<file path="config.mk">
export PLATFORM = sky130hd
export DESIGN_NAME = yuv_pipe
export DESIGN_NICKNAME = d
export VERILOG_FILES = /design/src/yuv_pkg.sv /design/src/yuv_pipe.sv /design/src/chroma_subsample.sv /design/src/rgb2yuv.sv
export SDC_FILE = /design/constraint.sdc
export NUM_CORES = 1
export LEC_CHECK = 0
export BUFFER_PORTS_ARGS = -buffer_cell sky130_fd_sc_hd__buf_2
export CORE_ASPECT_RATIO = 0.75
export CORE_MARGIN = 1.5
export CORE_UTILIZATION = 52
export DETAILED_ROUTE_END_ITERATION = 7
export PLACE_DENSITY = 0.76
export SETUP_SLACK_MARGIN = 0.15
export SLEW_MARGIN = 20
export SYNTH_ARGS = -nofsm -noshare
export SYNTH_HDL_FRONTEND = slang
export SYNTH_SLANG_ARGS = --single-unit
</file>
<file path="constraint.sdc">
create_clock -name clk -period 14 [get_ports clk]
set_input_delay 1.4 -clock clk [delete_from_list [all_inputs] [get_ports clk]]
set_output_delay 1.4 -clock clk [all_outputs]
set_load 0.01 [all_outputs]
</file>
<file path="src/yuv_pkg.sv">
// Data widths, BT.601 colour constants and the pixel, sync and YUYV word types
package yuv_pkg;

    localparam int DW = 8;                      // One colour sample
    localparam int MW = 8;                      // Fraction bits of the constant multipliers
    localparam int YW = DW + 2;                 // Overflow bit above 255 plus a sign bit

    // Y weights, 0.299 / 0.587 / 0.114 scaled by 256
    localparam logic [MW-1:0] KY_R = 8'd77;     // 0100_1101
    localparam logic [MW-1:0] KY_G = 8'd150;    // 1001_0110
    localparam logic [MW-1:0] KY_B = 8'd29;     // 0001_1101

    // Chroma gains 1/1.772 and 1/1.402, Cr tuned by one LSB
    localparam logic [MW-1:0] K_CB = 8'd144;    // 1001_0000
    localparam logic [MW-1:0] K_CR = 8'd182;    // 1011_0110

    localparam logic [DW-1:0] C_OFFSET = 8'd128; // Chroma zero level

    // One RGB sample triple, r in the top byte
    typedef struct packed {
        logic [DW-1:0] r;
        logic [DW-1:0] g;
        logic [DW-1:0] b;
    } rgb_pixel_t;

    // One converted pixel
    typedef struct packed {
        logic [DW-1:0] y;
        logic [DW-1:0] cb;
        logic [DW-1:0] cr;
    } yuv_pixel_t;

    // Frame and line valid levels, delayed in step with the data
    typedef struct packed {
        logic frame_valid;
        logic line_valid;
    } vid_sync_t;

    // Two pixels sharing one chroma pair, YUYV byte order from the top
    typedef struct packed {
        logic [DW-1:0] y0;
        logic [DW-1:0] cb;
        logic [DW-1:0] y1;
        logic [DW-1:0] cr;
    } yuyv_word_t;

endpackage
</file>
<file path="src/yuv_pipe.sv">
// Colour front end top level chaining the RGB converter and the 4:2:2 decimator
`timescale 1ns/10ps

module yuv_pipe (
    input  logic                clk,
    input  logic                resetn,
    input  yuv_pkg::rgb_pixel_t rgb,
    input  logic                rgb_valid,
    input  yuv_pkg::vid_sync_t  sync_in,
    input  logic                yuyv_hold,  // Stall from the sink
    output logic                rgb_hold,   // Stall to the source
    output yuv_pkg::yuyv_word_t yuyv,
    output logic                yuyv_valid,
    output yuv_pkg::vid_sync_t  sync_out
);

    // Converter to decimator link
    yuv_pkg::yuv_pixel_t yuv;
    logic                yuv_valid;
    yuv_pkg::vid_sync_t  yuv_sync;

    // One hold level for every stage, handed straight back to the source
    assign rgb_hold = yuyv_hold;

    // Three cycles, RGB in to clamped Y Cb Cr out
    rgb2yuv u_rgb2yuv (
        .clk        (clk),
        .resetn     (resetn),
        .rgb        (rgb),
        .rgb_valid  (rgb_valid),
        .sync_in    (sync_in),
        .hold       (yuyv_hold),
        .yuv        (yuv),
        .yuv_valid  (yuv_valid),
        .sync_out   (yuv_sync)
    );

    // One more cycle, pixel pairs to YUYV words
    chroma_subsample u_chroma_subsample (
        .clk        (clk),
        .resetn     (resetn),
        .yuv        (yuv),
        .yuv_valid  (yuv_valid),
        .sync_in    (yuv_sync),
        .hold       (yuyv_hold),
        .yuyv       (yuyv),
        .yuyv_valid (yuyv_valid),
        .sync_out   (sync_out)
    );

endmodule

</file>
<file path="src/chroma_subsample.sv">
// Horizontal 4:2:2 chroma decimator that pairs pixels into averaged YUYV words
`timescale 1ns/10ps

module chroma_subsample (
    input  logic                clk,
    input  logic                resetn,
    input  yuv_pkg::yuv_pixel_t yuv,
    input  logic                yuv_valid,
    input  yuv_pkg::vid_sync_t  sync_in,
    input  logic                hold,       // Downstream stall, freezes every register
    output yuv_pkg::yuyv_word_t yuyv,
    output logic                yuyv_valid,
    output yuv_pkg::vid_sync_t  sync_out
);

    logic                   odd_pix;        // High when the next pixel closes a pair
    yuv_pkg::yuv_pixel_t    even_pix;       // First pixel of the open pair
    logic                   pix_in_line;    // Valid pixel inside an active line
    logic                   take_even;
    logic                   pair_done;
    logic [yuv_pkg::DW:0]   cb_sum;         // One bit wider for the carry
    logic [yuv_pkg::DW:0]   cr_sum;
    yuv_pkg::yuyv_word_t    word;

    always_comb begin
        pix_in_line = yuv_valid & sync_in.line_valid;
        take_even   = pix_in_line & ~odd_pix;
        pair_done   = pix_in_line & odd_pix;
    end

    // Pair parity restarts at every line, so a trailing pixel never
    // pairs with the start of the next line
    always_ff @(posedge clk) begin
        if (!resetn) begin
            odd_pix <= 1'b0;
        end else if (!hold) begin
            if (!sync_in.line_valid)
                odd_pix <= 1'b0;                // Gap between lines
            else if (yuv_valid)
                odd_pix <= ~odd_pix;
        end
    end

    // Hold the even pixel until its partner arrives
    always_ff @(posedge clk) begin
        if (take_even && !hold) begin
            even_pix <= yuv;
        end
    end

    // Averages round up, (a + b + 1) / 2
    always_comb begin
        cb_sum  = {1'b0, even_pix.cb} + {1'b0, yuv.cb} + 1'b1;
        cr_sum  = {1'b0, even_pix.cr} + {1'b0, yuv.cr} + 1'b1;
        word.y0 = even_pix.y;                   // Earlier pixel first
        word.cb = cb_sum[yuv_pkg::DW:1];
        word.y1 = yuv.y;
        word.cr = cr_sum[yuv_pkg::DW:1];
    end

    // Output word, payload only
    always_ff @(posedge clk) begin
        if (pair_done && !hold) begin
            yuyv <= word;
        end
    end

    // One word per pair, sync one cycle behind the input like the data
    always_ff @(posedge clk) begin
        if (!resetn) begin
            yuyv_valid <= 1'b0;
            sync_out   <= '0;
        end else if (!hold) begin
            yuyv_valid <= pair_done;
            sync_out   <= sync_in;
        end
    end

endmodule

</file>
<file path="src/rgb2yuv.sv">
// Three-stage RGB to Y Cb Cr colour space converter with rounding and clamping
`timescale 1ns/10ps

module rgb2yuv (
    input  logic                clk,
    input  logic                resetn,
    input  yuv_pkg::rgb_pixel_t rgb,
    input  logic                rgb_valid,
    input  yuv_pkg::vid_sync_t  sync_in,
    input  logic                hold,       // Freezes all three stages
    output yuv_pkg::yuv_pixel_t yuv,
    output logic                yuv_valid,
    output yuv_pkg::vid_sync_t  sync_out
);

    // Sample times weight built from shifted copies for each set bit of k
    function automatic logic [yuv_pkg::YW+yuv_pkg::MW-1:0] mul_y(
        input logic [yuv_pkg::DW-1:0] s,
        input logic [yuv_pkg::MW-1:0] k
    );
        logic [yuv_pkg::YW+yuv_pkg::MW-1:0] ext;
        logic [yuv_pkg::YW+yuv_pkg::MW-1:0] acc;
        ext = {{(yuv_pkg::YW+yuv_pkg::MW-yuv_pkg::DW){1'b0}}, s};
        acc = '0;
        for (int i = 0; i < yuv_pkg::MW; i++) begin
            if (k[i]) acc = acc + (ext << i);
        end
        return acc;
    endfunction

    // Signed colour difference times chroma gain by the same shift-and-add scheme
    function automatic logic signed [yuv_pkg::YW+2*yuv_pkg::MW-1:0] mul_c(
        input logic signed [yuv_pkg::YW+yuv_pkg::MW-1:0] d,
        input logic        [yuv_pkg::MW-1:0]             k
    );
        logic signed [yuv_pkg::YW+2*yuv_pkg::MW-1:0] ext;
        logic signed [yuv_pkg::YW+2*yuv_pkg::MW-1:0] acc;
        ext = d;                                // Sign extends
        acc = '0;
        for (int i = 0; i < yuv_pkg::MW; i++) begin
            if (k[i]) acc = acc + (ext <<< i);
        end
        return acc;
    endfunction

    // Saturate a signed intermediate to 0..255
    function automatic logic [yuv_pkg::DW-1:0] clamp(input logic signed [yuv_pkg::YW-1:0] v);
        logic [yuv_pkg::DW-1:0] res;
        if (v[yuv_pkg::YW-1]) res = '0;                         // Negative
        else if (v[yuv_pkg::YW-2]) res = '1;                    // Above 255
        else res = v[yuv_pkg::DW-1:0];
        return res;
    endfunction

    // Stage 0 registers hold the weighted products plus raw R and B
    logic [yuv_pkg::YW+yuv_pkg::MW-1:0] kr0, kg0, kb0;
    logic [yuv_pkg::DW-1:0]             r0, b0;
    logic                               valid0;
    yuv_pkg::vid_sync_t                 sync0;

    always_ff @(posedge clk) begin
        if (rgb_valid && !hold) begin
            kr0 <= mul_y(rgb.r, yuv_pkg::KY_R);
            kg0 <= mul_y(rgb.g, yuv_pkg::KY_G);
            kb0 <= mul_y(rgb.b, yuv_pkg::KY_B);
            r0  <= rgb.r;
            b0  <= rgb.b;
        end
    end

    always_ff @(posedge clk) begin
        if (!resetn) begin
            valid0 <= 1'b0;
            sync0  <= '0;
        end else if (!hold) begin
            valid0 <= rgb_valid;
            sync0  <= sync_in;
        end
    end

    // Stage 1 luma sum and the B-Y and R-Y differences still scaled by 2^MW
    logic        [yuv_pkg::YW+yuv_pkg::MW-1:0] k_sum;     // At most 256*255
    logic        [yuv_pkg::YW+yuv_pkg::MW-1:0] y_rnd;
    logic signed [yuv_pkg::YW+yuv_pkg::MW-1:0] u_s1, v_s1;
    logic        [yuv_pkg::YW-1:0]             y1;
    logic signed [yuv_pkg::YW+yuv_pkg::MW-1:0] u1, v1;
    logic                                      valid1;
    yuv_pkg::vid_sync_t                        sync1;

    always_comb begin
        k_sum = kr0 + kg0 + kb0;
        y_rnd = k_sum + {{yuv_pkg::YW{1'b0}}, 1'b1, {(yuv_pkg::MW-1){1'b0}}}; // Plus half LSB
        // Sample moved up by MW to match the product scale
        u_s1 = $signed({{(yuv_pkg::YW-yuv_pkg::DW){1'b0}}, b0, {yuv_pkg::MW{1'b0}}})
             - $signed(k_sum);
        v_s1 = $signed({{(yuv_pkg::YW-yuv_pkg::DW){1'b0}}, r0, {yuv_pkg::MW{1'b0}}})
             - $signed(k_sum);
    end

    always_ff @(posedge clk) begin
        if (valid0 && !hold) begin
            y1 <= y_rnd[yuv_pkg::YW+yuv_pkg::MW-1:yuv_pkg::MW];     // Rounded Y
            u1 <= u_s1;                                             // Range about +/-226 * 2^MW
            v1 <= v_s1;                                             // Range about +/-179 * 2^MW
        end
    end

    always_ff @(posedge clk) begin
        if (!resetn) begin
            valid1 <= 1'b0;
            sync1  <= '0;
        end else if (!hold) begin
            valid1 <= valid0;
            sync1  <= sync0;
        end
    end

    // Stage 2 applies chroma gain, offset and rounding at scale 2^(2*MW)
    logic signed [yuv_pkg::YW+2*yuv_pkg::MW-1:0] c_base;   // Offset plus rounding half
    logic signed [yuv_pkg::YW+2*yuv_pkg::MW-1:0] cb_acc, cr_acc;
    logic signed [yuv_pkg::YW-1:0]               cb2, cr2;
    logic        [yuv_pkg::DW-1:0]               y2;

    always_comb begin
        c_base = $signed({{(yuv_pkg::YW-yuv_pkg::DW){1'b0}}, yuv_pkg::C_OFFSET,
                          {(2*yuv_pkg::MW){1'b0}}})
               + $signed({{yuv_pkg::YW{1'b0}}, 1'b1, {(2*yuv_pkg::MW-1){1'b0}}});
        cb_acc = mul_c(u1, yuv_pkg::K_CB) + c_base;
        cr_acc = mul_c(v1, yuv_pkg::K_CR) + c_base;
        // Top bits give floor division and the half above turns it into round to nearest
        cb2 = $signed(cb_acc[yuv_pkg::YW+2*yuv_pkg::MW-1:2*yuv_pkg::MW]);
        cr2 = $signed(cr_acc[yuv_pkg::YW+2*yuv_pkg::MW-1:2*yuv_pkg::MW]);
        y2  = (|y1[yuv_pkg::YW-1:yuv_pkg::DW]) ? '1 : y1[yuv_pkg::DW-1:0]; // Y is never negative
    end

    always_ff @(posedge clk) begin
        if (valid1 && !hold) begin
            yuv.y  <= y2;
            yuv.cb <= clamp(cb2);                   // Pure blue drives Cb to the top rail
            yuv.cr <= clamp(cr2);                   // Pure red drives Cr to the top rail
        end
    end

    always_ff @(posedge clk) begin
        if (!resetn) begin
            yuv_valid <= 1'b0;
            sync_out  <= '0;
        end else if (!hold) begin
            yuv_valid <= valid1;
            sync_out  <= sync1;
        end
    end

endmodule

</file>
==> metrics.md <==
| Metric | Value |
|---|---|
| Class of the worst hold path | `reg -> reg` |
| Reg-to-reg slack, setup | `7.73 ns` |
| I/O Buffers | `65` |
| CP required | `around 14 ns` |
| Crit path depth | `23` |
| Main synth FF type | `edfxtp_1` |
| Final hold vios | `0` |
| Hpwl dp | `19.5 mm` |
| Fillcell total | `2125` |
| Crit-path most repeated cell | `ha_1` |
| CP max FO | `8` |
| Slew headroom | `roughly 50%` |
| Post-cts resize count | `0` |
| N_diodes | `0` |
| Fmax | `between 150 and 200 MHz` |
| Row Count | `just over 50` |
| #FFs+latches synth | `186` |
| Grt met3 use | `under 10%` |
| ANT nets after route | `0` |
| Maximum root-to-sink buffer count | `2` |
| Area share of the largest cell type after synthesis | `around 38%` |
| Fin crit period | `between 6 and 7 ns` |
| Initial antenna violation count | `0` |
| Cts hold-fix bufs | `0` |
| Slowest cell on crit path | `edfxtp_1` |
| Fin cells | `~1600` |
| Setup violators final | `0` |
| Die W | `191 µm` |
| Post-Syn Area per Cell | `between 10 and 15 µm²` |
| RSZ-0062 raised after global routing | `false` |
| Most frequent cells in the layout | `ha_1 (197), edfxtp_1 (173), xnor2_1 (103)` |
| WL/cell | `15.4 µm` |
| Crit-path cells | `inv_1, fa_1, inv_1, ha_1, nand4_1, a2111oi_2, a41oi_1, o21ai_0, a31oi_1, nor2b_1, nor2_1, xnor2_1, fa_1, ha_1, ha_1, a21oi_1, nor2b_1, nor3_1, nand2b_1, o21ai_1, o21ai_0, xnor2_1, a211oi_1` |
| DRC Markers | `0` |
| Mapped cell area | `about 14000 µm²` |
| Drt initial violations | `roughly 480` |
| Most crowded layer after global routing | `met2` |
| Share of cells above drive strength 1 | `10.5%` |
| GRT Util Overall | `between 10% and 20%` |
| Ys async rst share | `0%` |
| CP top delay family | `compound AO/OA/AOI/OAI gates` |
| First-pass GRT wire length | `a little over 40 mm` |
| Overflow after GRT | `0` |
| Number of cells after detailed placement | `1585` |
| Largest net degree at the start of global routing | `57` |
| # H-tree levels | `4` |
| Most common cell after layout, fill and taps aside | `ha_1` |
| Number of max-cap violations | `0` |
| WP buf/inv | `2` |
| Tightest Pin Transition | `0.751 ns` |
| Synth area leader | `edfxtp_1` |
| Post-CTS Setup Bufs | `0` |
| Final Cell Area | `15200 µm²` |
| Sink Count | `~190` |
| Register area share after synthesis | `roughly two fifths` |
| # nets final | `~1500` |
| Status | `finished, final reports clean` |
| Clk_skew | `around 0.011 ns` |
| Met1 GRT Util | `roughly a quarter` |
| Synth unique cells | `67` |
| Die H | `144 µm` |
| Via Count | `8900` |
| Startpoint types | `register` |
| R2r endpoint | `u_rgb2yuv.yuv[6]` |
| Crit end category | `register` |
| Initial Utilization | `52.9%` |
| Synth warnings | `0` |
| CTS tree | `yes` |
| Global placement routability congestion | `around 0.86` |
| DR vias/cell | `between 5 and 6` |
| Worst Setup SP | `u_rgb2yuv.v1[3]` |
| Max Slew Vio Count | `0` |
| Critical Path End | `u_rgb2yuv.yuv[6]` |
| Fin crit share | `around 45%` |
| Total wire length | `roughly 25 mm` |
| CTS Buf Count | `17` |
| Cell count after synthesis | `1179` |
| Post-synth EDFFs | `173` |
| IO Pins | `66` |
| Met2 usage | `a little under a third` |
| Critical path type | `reg -> reg` |
| Placed cell area | `14500 µm²` |
| Die area | `27400 µm²` |
| Clk pin slew, worst setup/hold paths | `around 0.080 ns` |
| Synth area leaders | `edfxtp_1 (38%), ha_1 (18%), fa_1 (8.0%)` |
| DR pass1 iterations | `4` |
| Synth Net Count | `1461` |
| Core Box Area | `~26000 µm²` |
| Syn-to-layout area delta | `10.6%` |
| Biggest cell delay along the critical path | `approximately 0.53 ns` |
| Vias in the first global route | `8649` |
| Setup TNS | `0 ns` |
| Crit Reg-Reg Startpoint | `u_rgb2yuv.v1[3]` |
| Worst R2R Path Depth | `23` |
| Root Driver | `clkbuf_16` |
| Worst EP arrival | `6.44 ns` |
| Worst skew pair latency | `around 0.44 ns` |
sequential cells by signal, summed over array words and instances, names as in the netlist:
signal and flops:
u_rgb2yuv.yuv_valid 1, u_rgb2yuv.kr0 13, u_rgb2yuv.u1 10, u_rgb2yuv.sync0 2, u_rgb2yuv.sync_out 2, u_chroma_subsample.even_pix 24, u_chroma_subsample.odd_pix 1, u_rgb2yuv.valid1 1
u_rgb2yuv.valid0 1, u_rgb2yuv.y1 10, u_rgb2yuv.v1 18, u_rgb2yuv.kb0 11, u_chroma_subsample.sync_out 2, u_rgb2yuv.yuv 24, u_rgb2yuv.sync1 2, u_chroma_subsample.yuyv_valid 1
u_rgb2yuv.b0 8, u_rgb2yuv.kg0 15, u_chroma_subsample.yuyv 32, u_rgb2yuv.r0 8
through the flow:
stage / worst slack (ns) / hold WS [ns] / utilization (%)
6_report: 7.73 / 0.423 / 58.6
5_1_grt: 7.09 / 0.426 / 58.6
4_1_cts: 7.70 / 0.426 / 58.4
3_5_place_dp: 7.71 / 0.407 / 55.9
3_3_place_gp: 7.90 / 0.404 / 55.9
2_1_floorplan: 8.43 / 0.400 / -
Yosys cell counts (all sizes together) (5+ instances only):
master,count
ha,197
edfxtp,173
xnor2,103
inv,91
a21oi,85
nor2,61
fa,55
o21ai,45
nand2,36
a21o,35
nor2b,34
xor2,30
o21bai,27
nor3,20
a211oi,17
o21a,16
nand2b,14
or3,14
dfxtp,13
nand3,11
mux2i,9
nand4,8
nor4,8
o211ai,6
and2,5
or2,5
routing by layer:
layer | wire [µm] | up-vias
li1 | - | 4502
met2 | 11600 | 149
met4 | 218 | 0
met1 | 12100 | 4233
met3 | 1020 | 16
met5 | 0 | -
final cells by class:
class	count	area (µm²)	area share [%]
inverters	91	342	2.25
clock inverters	15	220	1.45
flip-flops and latches	186	5460	36.0
clock buffers	17	425	2.80
well taps	344	430	2.84
repair buffers	69	375	2.47
multi-input cells	896	7920	52.2
cells by family after synthesis:
group,synth area share [%]
AO/OA/AOI/OAI,13.4
adder cells (fa/ha/maj),26.0
AND/OR/NAND/NOR,8.98
flip-flops,39.8
XOR/XNOR,8.49
buffers and inverters,2.70
multiplexers,0.657
worst min path at each step:
stage | endpoint | cells past startpoint | startpoint | slack [ns]
4_1_cts | u_chroma_subsample.yuyv[25] | 0 | u_chroma_subsample.even_pix[17] | 0.43
6_report | u_chroma_subsample.yuyv[25] | 0 | u_chroma_subsample.even_pix[17] | 0.42
3_5_place_dp | u_chroma_subsample.yuyv[26] | 0 | u_chroma_subsample.even_pix[18] | 0.41
2_1_floorplan | u_chroma_subsample.yuyv[24] | 0 | u_chroma_subsample.even_pix[16] | 0.40
3_3_place_gp | u_chroma_subsample.yuyv[30] | 0 | u_chroma_subsample.even_pix[22] | 0.40
5_1_grt | u_chroma_subsample.yuyv[30] | 0 | u_chroma_subsample.even_pix[22] | 0.43
worst register-to-register path, cell delays in order (launching register included):
cell,delay [ns]
edfxtp_1,0.53
inv_1,0.15
fa_1,0.51
inv_1,0.04
ha_1,0.28
nand4_1,0.14
a2111oi_2,0.52
a41oi_1,0.29
o21ai_0,0.27
a31oi_1,0.17
nor2b_1,0.13
nor2_1,0.06
xnor2_1,0.16
fa_1,0.44
ha_1,0.30
ha_1,0.38
a21oi_1,0.19
nor2b_1,0.08
nor3_1,0.20
nand2b_1,0.11
o21ai_1,0.23
o21ai_0,0.15
xnor2_1,0.49
a211oi_1,0.16
Power is left out: the tool's default activity adds up to more than one toggle a clock period on the data nets, which glitch-free logic cannot reach.
